**src/rtl/noc_settings.svh**
```systemverilog
`ifndef NOC_SETTINGS_SVH
`define NOC_SETTINGS_SVH

// Stream and sample widths
`define NOC_DATA_W 64
`define SAMP_W     32

// Settings bus
`define SET_ADDR_W  8
`define SET_DATA_W  32
`define SR_NEXT_DST 128

// FIFO depths as log2
`define USER_FIFO_LOG2 2
`define LEN_FIFO_LOG2  2

// Header word fields
`define HDR_TYPE_MSB 63
`define HDR_TYPE_LSB 62
`define HDR_SEQ_MSB  59
`define HDR_SEQ_LSB  48
`define HDR_LEN_MSB  47
`define HDR_LEN_LSB  32
`define HDR_SID_MSB  31
`define HDR_SID_LSB  0

// Command payload word fields
`define CMD_ADDR_MSB 39
`define CMD_ADDR_LSB 32
`define CMD_DATA_MSB 31
`define CMD_DATA_LSB 0

`endif

```
**src/rtl/noc_pkg.sv**
```systemverilog
`include "noc_settings.svh"

package noc_pkg;

  // Plain vectors with a meaning
  typedef logic [`NOC_DATA_W-1:0]              noc_word_t;
  typedef logic [`SAMP_W-1:0]                  sample_t;
  typedef logic [`HDR_SID_MSB-`HDR_SID_LSB:0]  sid_t;
  typedef logic [`HDR_LEN_MSB-`HDR_LEN_LSB:0]  pkt_len_t;
  typedef logic [`HDR_SEQ_MSB-`HDR_SEQ_LSB:0]  seqnum_t;
  typedef logic [`SET_ADDR_W-1:0]              set_addr_t;
  typedef logic [`SET_DATA_W-1:0]              set_data_t;

  // Packet type field of the header
  typedef enum logic [1:0] {
    DATA = 2'b00,
    FLOW = 2'b01,
    CMD  = 2'b10,
    RSVD = 2'b11
  } pkt_type_e;

  typedef struct packed {
    noc_word_t tdata;
    logic      tlast;
  } noc_stream_t;

  // Matches the {tlast, tdata} packing of the user FIFO
  typedef struct packed {
    logic    tlast;
    sample_t tdata;
  } samp_stream_t;

  typedef struct packed {
    logic      stb;
    set_addr_t addr;
    set_data_t data;
  } set_bus_t;

  typedef enum logic [1:0] {SH_HEADER, SH_PASS, SH_COMMAND, SH_DROP} shell_state_e;
  typedef enum logic [1:0] {DF_HEADER, DF_LOW, DF_HIGH} df_state_e;
  typedef enum logic [1:0] {RF_HEADER, RF_LOW, RF_HIGH} rf_state_e;

endpackage

```
**src/rtl/axi_fifo.sv**
```systemverilog
module axi_fifo #(
  parameter int WIDTH = 32,
  parameter int SIZE  = 2
) (
  input  logic             ce_clk,
  input  logic             i_rst,
  input  logic             i_clear,
  input  logic [WIDTH-1:0] i_tdata,
  input  logic             i_tvalid,
  output logic             o_tready,
  output logic [WIDTH-1:0] o_tdata,
  output logic             o_tvalid,
  input  logic             i_tready
);

  localparam int DEPTH = 1 << SIZE;

  logic [WIDTH-1:0] mem [DEPTH];
  logic [SIZE-1:0]  wr_ptr;
  logic [SIZE-1:0]  rd_ptr;
  logic [SIZE:0]    count;
  logic             wr_en;
  logic             rd_en;

  // Full once the count reaches DEPTH, which sets its top bit
  assign o_tready = ~count[SIZE];
  assign o_tvalid = (count != '0);
  assign o_tdata  = mem[rd_ptr];

  assign wr_en = i_tvalid & o_tready;
  assign rd_en = o_tvalid & i_tready;

  always_ff @(posedge ce_clk) begin
    if (wr_en) begin
      mem[wr_ptr] <= i_tdata;
    end
  end

  always_ff @(posedge ce_clk) begin
    if (i_rst || i_clear) begin
      wr_ptr <= '0;
      rd_ptr <= '0;
      count  <= '0;
    end else begin
      if (wr_en) wr_ptr <= wr_ptr + 1'b1;
      if (rd_en) rd_ptr <= rd_ptr + 1'b1;
      unique case ({wr_en, rd_en})
        2'b10:   count <= count + 1'b1;
        2'b01:   count <= count - 1'b1;
        default: count <= count;
      endcase
    end
  end

endmodule

```
**src/rtl/axi_wrapper.sv**
```systemverilog
`include "noc_settings.svh"

module axi_wrapper (
  input  logic                  ce_clk,
  input  logic                  i_rst,
  input  noc_pkg::set_bus_t     i_set,
  // Packets from the shell
  input  noc_pkg::noc_stream_t  i_sink,
  input  logic                  i_sink_valid,
  output logic                  o_sink_ready,
  // Samples to the user logic
  output noc_pkg::samp_stream_t o_m,
  output logic                  o_m_valid,
  input  logic                  i_m_ready,
  // Samples from the user logic
  input  noc_pkg::samp_stream_t i_s,
  input  logic                  i_s_valid,
  output logic                  o_s_ready,
  // Packets back to the shell
  output noc_pkg::noc_stream_t  o_src,
  output logic                  o_src_valid,
  input  logic                  i_src_ready
);

  noc_pkg::df_state_e   df_state;
  noc_pkg::rf_state_e   rf_state;
  logic                 len_in_valid;
  logic                 len_in_ready;
  logic                 len_out_valid;
  logic                 len_out_ready;
  noc_pkg::pkt_len_t    len_out;
  logic                 m_xfer;
  logic                 s_xfer;
  logic                 len_pop;
  logic                 out_load;
  logic                 out_valid_r;
  noc_pkg::noc_stream_t out_r;
  noc_pkg::sample_t     lo_samp;
  noc_pkg::sid_t        next_dst;
  noc_pkg::seqnum_t     seqnum;
  noc_pkg::noc_word_t   hdr;

  //////////////////////////////
  // Deframer
  //////////////////////////////

  always_comb begin
    o_m.tdata    = i_sink.tdata[`SAMP_W-1:0];
    o_m.tlast    = 1'b0;
    o_m_valid    = 1'b0;
    o_sink_ready = 1'b0;
    len_in_valid = 1'b0;
    unique case (df_state)
      noc_pkg::DF_HEADER: begin
        // Header waits here while the length queue is full
        o_sink_ready = len_in_ready;
        len_in_valid = i_sink_valid & ~i_sink.tlast;
      end
      noc_pkg::DF_LOW: begin
        o_m_valid = i_sink_valid;
      end
      noc_pkg::DF_HIGH: begin
        o_m.tdata    = i_sink.tdata[2*`SAMP_W-1:`SAMP_W];
        o_m.tlast    = i_sink.tlast;
        o_m_valid    = i_sink_valid;
        o_sink_ready = i_m_ready;
      end
      default: ;
    endcase
  end

  assign m_xfer = o_m_valid & i_m_ready;

  always_ff @(posedge ce_clk) begin
    if (i_rst) begin
      df_state <= noc_pkg::DF_HEADER;
    end else begin
      unique case (df_state)
        noc_pkg::DF_HEADER: begin
          if (i_sink_valid && o_sink_ready && !i_sink.tlast) df_state <= noc_pkg::DF_LOW;
        end
        noc_pkg::DF_LOW: begin
          if (m_xfer) df_state <= noc_pkg::DF_HIGH;
        end
        noc_pkg::DF_HIGH: begin
          if (m_xfer) df_state <= i_sink.tlast ? noc_pkg::DF_HEADER : noc_pkg::DF_LOW;
        end
        default: df_state <= noc_pkg::DF_HEADER;
      endcase
    end
  end

  // Lengths of packets in flight
  axi_fifo #(
    .WIDTH(16),
    .SIZE (`LEN_FIFO_LOG2)
  ) len_fifo0 (
    .ce_clk  (ce_clk),
    .i_rst   (i_rst),
    .i_clear (1'b0),
    .i_tdata (i_sink.tdata[`HDR_LEN_MSB:`HDR_LEN_LSB]),
    .i_tvalid(len_in_valid),
    .o_tready(len_in_ready),
    .o_tdata (len_out),
    .o_tvalid(len_out_valid),
    .i_tready(len_out_ready)
  );

  //////////////////////////////
  // Reframer
  //////////////////////////////

  always_comb begin
    hdr = '0;
    hdr[`HDR_TYPE_MSB:`HDR_TYPE_LSB] = noc_pkg::DATA;
    hdr[`HDR_SEQ_MSB:`HDR_SEQ_LSB]   = seqnum;
    hdr[`HDR_LEN_MSB:`HDR_LEN_LSB]   = len_out;
    hdr[`HDR_SID_MSB:`HDR_SID_LSB]   = next_dst;
  end

  // Output register is free when empty or draining this cycle
  assign out_load      = ~out_valid_r | i_src_ready;
  assign len_out_ready = (rf_state == noc_pkg::RF_HEADER) & out_load;
  assign len_pop       = len_out_valid & len_out_ready;
  assign o_s_ready     = (rf_state == noc_pkg::RF_LOW) |
                         ((rf_state == noc_pkg::RF_HIGH) & out_load);
  assign s_xfer        = i_s_valid & o_s_ready;

  always_ff @(posedge ce_clk) begin
    if (i_rst) begin
      rf_state    <= noc_pkg::RF_HEADER;
      out_valid_r <= 1'b0;
      seqnum      <= '0;
      next_dst    <= '0;
    end else begin
      if (i_set.stb && (i_set.addr == noc_pkg::set_addr_t'(`SR_NEXT_DST))) begin
        next_dst <= i_set.data;
      end
      if (out_valid_r && i_src_ready) out_valid_r <= 1'b0;
      unique case (rf_state)
        noc_pkg::RF_HEADER: begin
          if (len_pop) begin
            out_valid_r <= 1'b1;
            seqnum      <= seqnum + 1'b1;
            rf_state    <= noc_pkg::RF_LOW;
          end
        end
        noc_pkg::RF_LOW: begin
          if (s_xfer) rf_state <= noc_pkg::RF_HIGH;
        end
        noc_pkg::RF_HIGH: begin
          if (s_xfer) begin
            out_valid_r <= 1'b1;
            rf_state    <= i_s.tlast ? noc_pkg::RF_HEADER : noc_pkg::RF_LOW;
          end
        end
        default: rf_state <= noc_pkg::RF_HEADER;
      endcase
    end
  end

  // Word packing, low sample first
  always_ff @(posedge ce_clk) begin
    if ((rf_state == noc_pkg::RF_LOW) && s_xfer) begin
      lo_samp <= i_s.tdata;
    end
    if (len_pop) begin
      out_r.tdata <= hdr;
      out_r.tlast <= 1'b0;
    end else if ((rf_state == noc_pkg::RF_HIGH) && s_xfer) begin
      out_r.tdata <= {i_s.tdata, lo_samp};
      out_r.tlast <= i_s.tlast;
    end
  end

  assign o_src       = out_r;
  assign o_src_valid = out_valid_r;

endmodule

```
**src/rtl/noc_block_axi_fifo_loopback.sv**
```systemverilog
`include "noc_settings.svh"

module noc_block_axi_fifo_loopback (
  input  logic                 ce_clk,
  input  logic                 i_rst,
  input  noc_pkg::noc_stream_t i_in,
  input  logic                 i_in_valid,
  output logic                 o_in_ready,
  output noc_pkg::noc_stream_t o_out,
  output logic                 o_out_valid,
  input  logic                 i_out_ready
);

  noc_pkg::noc_stream_t  str_sink;
  logic                  str_sink_valid;
  logic                  str_sink_ready;
  noc_pkg::noc_stream_t  str_src;
  logic                  str_src_valid;
  logic                  str_src_ready;
  noc_pkg::set_bus_t     set_bus;
  noc_pkg::samp_stream_t m_axis;
  logic                  m_axis_valid;
  logic                  m_axis_ready;
  noc_pkg::samp_stream_t s_axis;
  logic                  s_axis_valid;
  logic                  s_axis_ready;

  //////////////////////////////
  // Shell
  //////////////////////////////

  noc_shell shell0 (
    .ce_clk      (ce_clk),
    .i_rst       (i_rst),
    .i_in        (i_in),
    .i_in_valid  (i_in_valid),
    .o_in_ready  (o_in_ready),
    .o_sink      (str_sink),
    .o_sink_valid(str_sink_valid),
    .i_sink_ready(str_sink_ready),
    .i_src       (str_src),
    .i_src_valid (str_src_valid),
    .o_src_ready (str_src_ready),
    .o_out       (o_out),
    .o_out_valid (o_out_valid),
    .i_out_ready (i_out_ready),
    .o_set       (set_bus)
  );

  //////////////////////////////
  // Wrapper
  //////////////////////////////

  axi_wrapper wrapper0 (
    .ce_clk      (ce_clk),
    .i_rst       (i_rst),
    .i_set       (set_bus),
    .i_sink      (str_sink),
    .i_sink_valid(str_sink_valid),
    .o_sink_ready(str_sink_ready),
    .o_m         (m_axis),
    .o_m_valid   (m_axis_valid),
    .i_m_ready   (m_axis_ready),
    .i_s         (s_axis),
    .i_s_valid   (s_axis_valid),
    .o_s_ready   (s_axis_ready),
    .o_src       (str_src),
    .o_src_valid (str_src_valid),
    .i_src_ready (str_src_ready)
  );

  //////////////////////////////
  // User logic
  //////////////////////////////

  // Samples loop back through a small FIFO
  axi_fifo #(
    .WIDTH($bits(noc_pkg::samp_stream_t)),
    .SIZE (`USER_FIFO_LOG2)
  ) user_fifo0 (
    .ce_clk  (ce_clk),
    .i_rst   (i_rst),
    .i_clear (1'b0),
    .i_tdata (m_axis),
    .i_tvalid(m_axis_valid),
    .o_tready(m_axis_ready),
    .o_tdata (s_axis),
    .o_tvalid(s_axis_valid),
    .i_tready(s_axis_ready)
  );

endmodule

```
**src/rtl/noc_shell.sv**
```systemverilog
`include "noc_settings.svh"

module noc_shell (
  input  logic                 ce_clk,
  input  logic                 i_rst,
  // Network input
  input  noc_pkg::noc_stream_t i_in,
  input  logic                 i_in_valid,
  output logic                 o_in_ready,
  // Stream sink toward the wrapper
  output noc_pkg::noc_stream_t o_sink,
  output logic                 o_sink_valid,
  input  logic                 i_sink_ready,
  // Stream source from the wrapper
  input  noc_pkg::noc_stream_t i_src,
  input  logic                 i_src_valid,
  output logic                 o_src_ready,
  // Network output
  output noc_pkg::noc_stream_t o_out,
  output logic                 o_out_valid,
  input  logic                 i_out_ready,
  // Settings bus
  output noc_pkg::set_bus_t    o_set
);

  noc_pkg::shell_state_e state;
  noc_pkg::pkt_type_e    in_type;
  logic                  in_xfer;
  logic                  set_stb_r;
  noc_pkg::set_addr_t    set_addr_r;
  noc_pkg::set_data_t    set_data_r;

  assign in_type = noc_pkg::pkt_type_e'(i_in.tdata[`HDR_TYPE_MSB:`HDR_TYPE_LSB]);

  //////////////////////////////
  // Input routing
  //////////////////////////////

  // Data words, header included, go straight to the sink
  assign o_sink = i_in;

  always_comb begin
    o_sink_valid = 1'b0;
    o_in_ready   = 1'b1;
    unique case (state)
      noc_pkg::SH_HEADER: begin
        if (in_type == noc_pkg::DATA) begin
          o_sink_valid = i_in_valid;
          o_in_ready   = i_sink_ready;
        end
      end
      noc_pkg::SH_PASS: begin
        o_sink_valid = i_in_valid;
        o_in_ready   = i_sink_ready;
      end
      // Command and drop states take a word every cycle
      default: o_in_ready = 1'b1;
    endcase
  end

  assign in_xfer = i_in_valid & o_in_ready;

  always_ff @(posedge ce_clk) begin
    if (i_rst) begin
      state     <= noc_pkg::SH_HEADER;
      set_stb_r <= 1'b0;
    end else begin
      set_stb_r <= (state == noc_pkg::SH_COMMAND) && in_xfer;
      if (in_xfer) begin
        if (state == noc_pkg::SH_HEADER) begin
          // Header-only packets leave the FSM where it is
          if (!i_in.tlast) begin
            unique case (in_type)
              noc_pkg::DATA: state <= noc_pkg::SH_PASS;
              noc_pkg::CMD:  state <= noc_pkg::SH_COMMAND;
              default:       state <= noc_pkg::SH_DROP;
            endcase
          end
        end else if (i_in.tlast) begin
          state <= noc_pkg::SH_HEADER;
        end
      end
    end
  end

  //////////////////////////////
  // Settings bus
  //////////////////////////////

  always_ff @(posedge ce_clk) begin
    if ((state == noc_pkg::SH_COMMAND) && in_xfer) begin
      set_addr_r <= i_in.tdata[`CMD_ADDR_MSB:`CMD_ADDR_LSB];
      set_data_r <= i_in.tdata[`CMD_DATA_MSB:`CMD_DATA_LSB];
    end
  end

  assign o_set = '{stb: set_stb_r, addr: set_addr_r, data: set_data_r};

  // Return path is untouched
  assign o_out       = i_src;
  assign o_out_valid = i_src_valid;
  assign o_src_ready = i_out_ready;

endmodule

```
**config.mk**
```make
export PLATFORM = sky130hd
export DESIGN_NAME = noc_block_axi_fifo_loopback
export DESIGN_NICKNAME = d
export VERILOG_FILES = /design/src/rtl/noc_pkg.sv /design/src/rtl/axi_fifo.sv /design/src/rtl/axi_wrapper.sv /design/src/rtl/noc_block_axi_fifo_loopback.sv /design/src/rtl/noc_shell.sv
export VERILOG_INCLUDE_DIRS = /design/src /design/src/rtl
export SDC_FILE = /design/constraint.sdc
export NUM_CORES = 1
export LEC_CHECK = 0
export BUFFER_PORTS_ARGS = -buffer_cell sky130_fd_sc_hd__buf_2
export CAP_MARGIN = 25
export CORE_AREA = 2 2 178 180
export CTS_BUF_LIST = sky130_fd_sc_hd__clkbuf_4 sky130_fd_sc_hd__clkbuf_8
export DETAILED_ROUTE_END_ITERATION = 10
export DIE_AREA = 0 0 180 182
export GPL_ROUTABILITY_DRIVEN = 0
export PLACE_DENSITY = 0.73
export SYNTH_ARGS = -nofsm -noshare
export SYNTH_HDL_FRONTEND = slang
export SYNTH_SLANG_ARGS = --single-unit
export TNS_END_PERCENT = 20
```
**constraint.sdc**
```tcl
create_clock -name ce_clk -period 5.45 [get_ports ce_clk]
set_input_delay 0.8175 -clock ce_clk [delete_from_list [all_inputs] [get_ports ce_clk]]
set_output_delay 0.8175 -clock ce_clk [all_outputs]
set_load 0.02 [all_outputs]
```
==> results of run 1 <==
cell usage after synthesis (3+ instances only):
library cell / instances
sky130_fd_sc_hd__edfxtp_1: 328
sky130_fd_sc_hd__dfxtp_1: 75
sky130_fd_sc_hd__a22o_1: 62
sky130_fd_sc_hd__nor2_1: 51
sky130_fd_sc_hd__mux4_2: 49
sky130_fd_sc_hd__mux2_2: 35
sky130_fd_sc_hd__mux2i_1: 34
sky130_fd_sc_hd__clkbuf_1: 22
sky130_fd_sc_hd__inv_1: 22
sky130_fd_sc_hd__a21oi_1: 21
sky130_fd_sc_hd__ha_1: 15
sky130_fd_sc_hd__buf_2: 14
sky130_fd_sc_hd__nand2_1: 10
sky130_fd_sc_hd__and2_1: 9
sky130_fd_sc_hd__buf_1: 8
sky130_fd_sc_hd__nor3_1: 8
sky130_fd_sc_hd__o21ai_0: 7
sky130_fd_sc_hd__o31ai_1: 7
sky130_fd_sc_hd__or4_1: 7
sky130_fd_sc_hd__nor2b_1: 6
sky130_fd_sc_hd__nand2b_1: 5
sky130_fd_sc_hd__or3_1: 5
sky130_fd_sc_hd__nand3_1: 4
sky130_fd_sc_hd__nand4_1: 4
sky130_fd_sc_hd__xnor2_1: 4
sky130_fd_sc_hd__xor2_1: 4
sky130_fd_sc_hd__o21a_1: 3
flip-flops by register name, summed over array words and instances (netlist names), 2 cells and up, named ones only:
signal                     flops
user_fifo0.rd_ptr              2
shell0.set_data_r             32
wrapper0.next_dst             32
wrapper0.o_src                65
wrapper0.lo_samp              32
wrapper0.rf_state              2
wrapper0.len_fifo0.rd_ptr      2
wrapper0.len_fifo0.count       3
user_fifo0.count               3
wrapper0.len_fifo0.wr_ptr      2
wrapper0.df_state              2
shell0.set_addr_r              8
shell0.state                   2
wrapper0.seqnum               12
user_fifo0.wr_ptr              2
wrapper0.len_fifo0.mem        64
user_fifo0.mem               132
logic make-up (layout without fill, tap and decap cells):
group,Yosys count,count (layout),synth area share (%)
XOR/XNOR,8,8,0.460
adder cells (fa/ha/maj),17,17,1.50
AND/OR/NAND/NOR,122,122,4.18
AO/OA/AOI/OAI,108,108,5.39
buffers and inverters,67,293,1.82
flip-flops,403,403,74.6
multiplexers,118,118,12.1
stage by stage:
step / cell area (um^2) / hold slack (ps) / utilization, % / worst slack (ps) / power (uW)
3_5_place_dp: 16300 / 454 / 52.7 / 1940 / 5400
3_3_place_gp: 16300 / 457 / 52.7 / 2010 / 5370
4_1_cts: 17700 / 406 / 57.1 / 2460 / 8090
5_1_grt: 17800 / 418 / 57.3 / 2300 / 8350
2_1_floorplan: 15200 / 449 / - / 719 / 4880
6_report: 17800 / 437 / 57.3 / 2470 / 8030
path summary, 6_finish.rpt:
check | start | end | slack, ps | depth (start not counted)
worst min-delay path | i_in[25] | shell0.set_data_r[24]$_DFFE_PP_ | 440 | 1
worst max-delay path | wrapper0.o_src_valid$_SDFF_PP0_ | wrapper0.o_src[2]$_DFFE_PP_ | 2470 | 6
worst min register to register | wrapper0.o_src[62]$_SDFFE_PP0P_ | wrapper0.o_src[62]$_SDFFE_PP0P_ | 480 | 1
worst max register to register | wrapper0.o_src_valid$_SDFF_PP0_ | wrapper0.o_src[2]$_DFFE_PP_ | 2470 | 6
power by group through the flow:
| stage | clock [uW] | combinational [uW] | sequential, uW |
|---|---|---|---|
| after floorplan | 0 | 697 | 4180 |
| after global placement | 0 | 1400 | 3970 |
| after detailed placement | 0 | 1440 | 3960 |
| after CTS | 2740 | 1440 | 3900 |
| after global routing | 2870 | 1550 | 3920 |
| final | 2690 | 1430 | 3900 |
routing by layer:
metal  wire (um)  track usage [%]  vias up
met5           0                0        -
met4         767             7.35        0
met3        2040             3.99       59
met2       15400             30.7      274
met1       13700             26.5     4181
li1            -                -     3682
cell type report:
class                           instances  area share [%]
Sequential cell                       403            63.9
Multi-Input combinational cell        373            20.4
Clock buffer                           99            6.79
Timing Repair Buffer                  151            4.68
Tap cell                              402            2.83
Clock inverter                         21           0.958
Inverter                               22           0.465
==> reports/results.md, run 1 <==
- **result of the run** finished, final reports clean
- **cell with the most instances on the worst path** sky130_fd_sc_hd__inv_2
- **clock tree root buffer cell** sky130_fd_sc_hd__clkbuf_8
- **switching power summed over all nets** 2310 uW
- **buffers from clock root to sink, at most** 3
- **worst voltage drop across the vdd grid** 0.197 mV
- **Clock Sinks** 403
- **number of synthesized register bits** 403
- **pin count of the biggest net entering global routing** 50
- **critical path required time** 5680 ps
- **footprint of the flip-flops and latches** 11400 um^2
- **Area contributors post-synth** sky130_fd_sc_hd__edfxtp_1, sky130_fd_sc_hd__dfxtp_1, sky130_fd_sc_hd__mux4_2, sky130_fd_sc_hd__a22o_1, sky130_fd_sc_hd__mux2_2
- **Fin Clk Skew** 23.6 ps
- **final total negative setup slack** 0 ps
- **worst hold path class** in -> reg
- **fraction of registers with async set or reset after synthesis** 0%
- **footprint of the multi-input gates** 3620 um^2
- **Cells after DPL** 1347
- **vias per inst** 5.57
- **count of nets after finishing** 1103
- **via count of the first global-routing pass** 8277
- **clock share of power** 33.6%
- **part of the Yosys area used for sequential elements** 74.6%
- **count of standard-cell rows** 65
- **critical path launch point type** register
- **upper clock frequency limit** 335 MHz
- **Post-DP HPWL** 19100 um
- **number of antenna violations at the first check in global routing** 0
- **count of buffering cells on the critical path with inverters included** 3
- **clock slew at reported path FFs** 70 ps
- **number of hold buffers added after CTS** 0
- **post-synthesis cell type with the largest combined area** sky130_fd_sc_hd__edfxtp_1
- **share of power burned in combinational logic** 17.9%
- **final number of hold-violating endpoints** 0
- **total congestion overflow** 0
- **floorplan die height** 182 um
- **number of remaining DRC errors** 0
- **switch share** 28.8%
- **Fillers** 2312
- **Top Ports** 136
- **CP Data Arrival Time** 3210 ps
- **wire length per cell** 21.7 um
- **overall fraction of global-route tracks in use** 19.3%
- **library cell contributing the largest single delay on the critical path** sky130_fd_sc_hd__or4_4
- **CTS tree** done
- **startpoint-to-endpoint class of the critical path** reg -> reg
- **Final Cycle Share** 54.7%
- **dominant delay contributor by cell family on the critical path** buffers and inverters
- **Area growth syn-to-layout** 16.7%
- **Power Dens Cells** 452 nW/um^2
- **number of setup violations in the final report** 0
- **proportion of power drawn by flip-flops and latches** 48.6%
- **clock period minus final worst setup slack** 2980 ps
- **Pins Over Slew Limit** 0
- **synthesized area divided by synthesized cell count** 18.1 um^2
- **WL final** 31900 um
- **number of enable flip-flop cells after synthesis** 328
- **dominant register cell in the synthesized netlist** sky130_fd_sc_hd__edfxtp_1
- **Largest stage delay, worst path** 620 ps
- **top cell type's share of synthesized area** 64.7%
- **number of vias after detailed routing** 8196
- **effective utilization at floorplan** 49.1%
- **mapped cell area** 15200 um^2
- **worst slew pin tran** 1060 ps
- **maximum capacitance violations** 0
- **Inserted Clock Buffers** 66
- **post-cts resize count** 0
- **count of different cell masters after synthesis** 46
- **Antenna Diode Count** 0
- **length of the first detailed-routing pass in iterations** 7
- **leakage power** 0.00632 uW
- **number of nets with antenna violations after detailed routing** 0
- **count of yosys warnings during synthesis** 0
- **count of input and output buffers** 135
- **number of levels the H-tree was split into** 3
- **most frequent cells in the layout** sky130_fd_sc_hd__edfxtp_1, sky130_fd_sc_hd__buf_2, sky130_fd_sc_hd__clkbuf_8, sky130_fd_sc_hd__dfxtp_1, sky130_fd_sc_hd__a22o_1
- **post-synth net total** 929
- **horizontal extent of the die** 180 um
- **post-CTS setup buffers** 0
- **number of instances in the synthesized netlist** 843
- **die area** 32800 um^2
- **largest fanout of any net on the critical path** 23
- **non-filler cells in the finished layout** 1471
- **Power Internal** 5710 uW
- **endpoint type of the worst setup path** register
- **RSZ-0062 raised after global routing** false
- **Slew headroom** 29.4%
- **core area** 31000 um^2
- **Skew-Pair Late Insertion Delay** 570 ps
- **fraction of final layout cells with drive strength greater than 1** 34.2%
- **first-pass GRT wire length** 47900 um
- **cell breakdown of the critical path** nor2b_4, or4_4, inv_2, nor2_1, inv_2, buf_4
- **most common library cell in the layout ignoring fill and taps** sky130_fd_sc_hd__edfxtp_1
- **count of routing violations after the opening detailed-route iteration** 689
(Power assumes the default switching activity.)
==> inputs of run 2 (changes only) <==
- PLACE_DENSITY: 0.73 -> 0.76
- clock period: 5.45 -> 2.56 ns (I/O delays scaled with it)
==> run 2 against run 1 <==
Compared with the run above:
- total power grew 110%
- critical path type is now reg -> out
- routed wire length grew 2.7%
- first-iteration DRC count shrank 24%
- combinational power grew 130%
- highest routed layer unchanged
- global-route usage grew 0.58 points
- critical endpoint is now o_in_ready
- largest power group unchanged
- sequential share of layout area shrank 2.1 points
==> reports/results.md, run 2 (synthesis gave the netlist of run 1 again) <==
- **effective utilization at floorplan** 49.1%, unchanged
- **critical path required time** 2180 ps, was 5680 ps
- **Clock Sinks** 403, unchanged
- **count of input and output buffers** 135, unchanged
- **floorplan die height** 182 um, unchanged
- **Power Internal** 12100 uW, was 5710 uW
- **clock period minus final worst setup slack** 2430 ps
- **share of power burned in combinational logic** 19.5%, was 17.9%
- **maximum capacitance violations** 0, unchanged
- **start of the worst register-to-register path** wrapper0.df_state[0]$_SDFFE_PP0P_, was wrapper0.o_src_valid$_SDFF_PP0_
- **Slew headroom** 59.2%, was 29.4%
- **number of antenna violations at the first check in global routing** 2, was 0
- **post-CTS setup buffers** 0, unchanged
- **first-pass GRT wire length** 49300 um, was 47900 um
- **largest register by flop count** user_fifo0.mem, unchanged
- **overall fraction of global-route tracks in use** 19.9%, was 19.3%
- **most common library cell in the layout ignoring fill and taps** sky130_fd_sc_hd__edfxtp_1, unchanged
- **Cells after DPL** 1371, was 1347
- **count of standard-cell rows** 65, unchanged
- **footprint of the flip-flops and latches** 11400 um^2, about the same
- **Worst Reg2Reg Path Length in Cells** 11, was 6
- **CTS tree** done, unchanged
- **length of the first detailed-routing pass in iterations** 5, was 7
- **number of remaining DRC errors** 0, unchanged
- **startpoint-to-endpoint class of the critical path** reg -> out, was reg -> reg
- **Final Cycle Share** 94.9%
- **most frequent cells in the layout** sky130_fd_sc_hd__edfxtp_1, sky130_fd_sc_hd__buf_2, sky130_fd_sc_hd__clkbuf_8, sky130_fd_sc_hd__dfxtp_1, sky130_fd_sc_hd__a22o_1, unchanged
- **clock share of power** 31.8%, was 33.6%
- **buffers from clock root to sink, at most** 3, unchanged
- **total congestion overflow** 0, unchanged
- **vias per inst** 5.53, was 5.57
- **Post-DP HPWL** 20500 um, was 19100 um
- **switch share** 28.4%, was 28.8%
- **terminating pin of the worst hold path** shell0.set_data_r[29]$_DFFE_PP_, was shell0.set_data_r[24]$_DFFE_PP_
- **leakage power** 0.00657 uW, was 0.00632 uW
- **hold wc startpoint** i_in[30], was i_in[25]
- **WL final** 32700 um, was 31900 um
- **die area** 32800 um^2, unchanged
- **Area growth syn-to-layout** 20.6%, was 16.7%
- **number of vias after detailed routing** 8433, was 8196
- **hold path depth** 1, unchanged
- **worst hold path class** in -> reg, unchanged
- **Inserted Clock Buffers** 61, was 66
- **horizontal extent of the die** 180 um, unchanged
- **count of nets after finishing** 1157, was 1103
- **wire length per cell** 21.4 um, was 21.7 um
- **proportion of power drawn by flip-flops and latches** 48.8%, was 48.6%
- **clock slew at reported path FFs** 60 ps, was 70 ps
- **upper clock frequency limit** 411 MHz
- **critical path launch point type** register, unchanged
- **Fin Clk Skew** 21.7 ps, was 23.6 ps
- **Skew-Pair Late Insertion Delay** 600 ps, was 570 ps
- **CP Data Arrival Time** 2050 ps, was 3210 ps
- **number of nets with antenna violations after detailed routing** 0, unchanged
- **final number of hold-violating endpoints** 0, unchanged
- **footprint of the multi-input gates** 3650 um^2, was 3620 um^2
- **core area** 31000 um^2, unchanged
- **switching power summed over all nets** 4800 uW, was 2310 uW
- **number of flip-flops in the largest register** 132, unchanged
- **number of setup violations in the final report** 0, unchanged
- **endpoint type of the worst setup path** output port, was register
- **result of the run** finished, final reports clean, unchanged
- **pin count of the biggest net entering global routing** 49, was 50
- **Pwr Total** 16900 uW, was 8030 uW
- **via count of the first global-routing pass** 8552, was 8277
- **Top Ports** 136, unchanged
- **worst slew pin tran** 612 ps, was 1060 ps
- **fraction of final layout cells with drive strength greater than 1** 34.8%, was 34.2%
- **Power Dens Cells** 921 nW/um^2, was 452 nW/um^2
- **Fillers** 2190, was 2312
- **non-filler cells in the finished layout** 1526, was 1471
- **largest fanout of any net on the critical path** 17, was 23
- **number of levels the H-tree was split into** 2, was 3
- **clock tree root buffer cell** sky130_fd_sc_hd__clkbuf_8, unchanged
- **Pins Over Slew Limit** 0, unchanged
- **RSZ-0062 raised after global routing** false, unchanged
- **count of routing violations after the opening detailed-route iteration** 526, was 689
- **worst voltage drop across the vdd grid** 0.774 mV, was 0.197 mV
- **critical register-to-register path endpoint** wrapper0.len_fifo0.count[2]$_SDFFE_PP0P_, was wrapper0.o_src[2]$_DFFE_PP_
- **flop2flop setup slack** 140 ps, was 2470 ps
-- run 2: changes by cell type in the layout (fill, tap and decap cells not counted), sizes merged --
cell,previous run,this run
buf,151,171
bufinv,2,1
clkbuf,99,100
clkinv,13,11
diode,0,2
dlygate4sd3,0,39
inv,25,21
-- run 2: through the flow --
| step | setup WS (ps) | util [%] | setup TNS [ps] | hold WS (ps) | cell area, um^2 |
|---|---|---|---|---|---|
| 4_1_cts | 69.4 | 59.2 | 0 | 2.13 | 18300 |
| 3_3_place_gp | 47.7 | 53.8 | 0 | 456 | 16700 |
| 5_1_grt | 9.44 | 59.3 | 0 | 1.07 | 18400 |
| 6_report | 129 | 59.3 | 0 | 29.9 | 18400 |
| 2_1_floorplan | -227 | - | -518 | 449 | 15300 |
| 3_5_place_dp | -11.6 | 53.8 | -227 | 474 | 16700 |
-- run 2: power by group through the flow --
stage               clock network [uW]  logic, uW  registers [uW]
floorplan                            0       1510            8890
global placement                     0       3160            8390
detailed placement                   0       3230            8390
CTS                               5460       3290            8260
global route                      5740       3520            8290
finish                            5370       3290            8240
-- run 2: worst max-delay path: stages (launching register included) --
cell and delay [ps]:
sky130_fd_sc_hd__dfxtp_1 330, sky130_fd_sc_hd__inv_1 110, sky130_fd_sc_hd__ha_2 550, sky130_fd_sc_hd__nand2b_1 140, sky130_fd_sc_hd__nand4b_1 140, sky130_fd_sc_hd__buf_2 180
-- run 2: worst max path at each step --
stage | from | endpoint | slack, ps | depth (start not counted)
finish | wrapper0.df_state[0]$_SDFFE_PP0P_ | o_in_ready | 130 | 5
global route | wrapper0.df_state[0]$_SDFFE_PP0P_ | wrapper0.len_fifo0.count[2]$_SDFFE_PP0P_ | 9 | 11
CTS | wrapper0.df_state[1]$_SDFFE_PP0P_ | wrapper0.len_fifo0.count[2]$_SDFFE_PP0P_ | 70 | 11
detailed placement | i_out_ready | wrapper0.o_src[59]$_DFFE_PP_ | -10 | 8
global placement | i_out_ready | wrapper0.o_src[26]$_DFFE_PP_ | 50 | 8
floorplan | wrapper0.o_src_valid$_SDFF_PP0_ | wrapper0.len_fifo0.count[2]$_SDFFE_PP0P_ | -230 | 11
-- run 2: cell type report --
class                           instances  area share, %
Clock buffer                          100           6.51
Clock inverter                         14          0.518
Sequential cell                       403           61.9
Tap cell                              402           2.74
Antenna cell                            2         0.0273
Multi-Input combinational cell        373           19.9
Inverter                               22          0.470
Timing Repair Buffer                  210           7.98
-- run 2: metal layers --
layer  vias to the layer above  global-route usage [%]  part of all wire, %
met3                        54                    3.63                  6.6
li1                       3775                       -                    -
met2                       350                    33.6                   50
met4                         0                    6.93                  2.3
met1                      4254                    26.1                   42
met5                         -                       0                    0
-- run 2: repair_timing --
item,CTS,global route
endpoints found under the hold margin,52,0
hold buffers,39,0
gates resized for setup,0,3
endpoints found under the setup margin,0,23
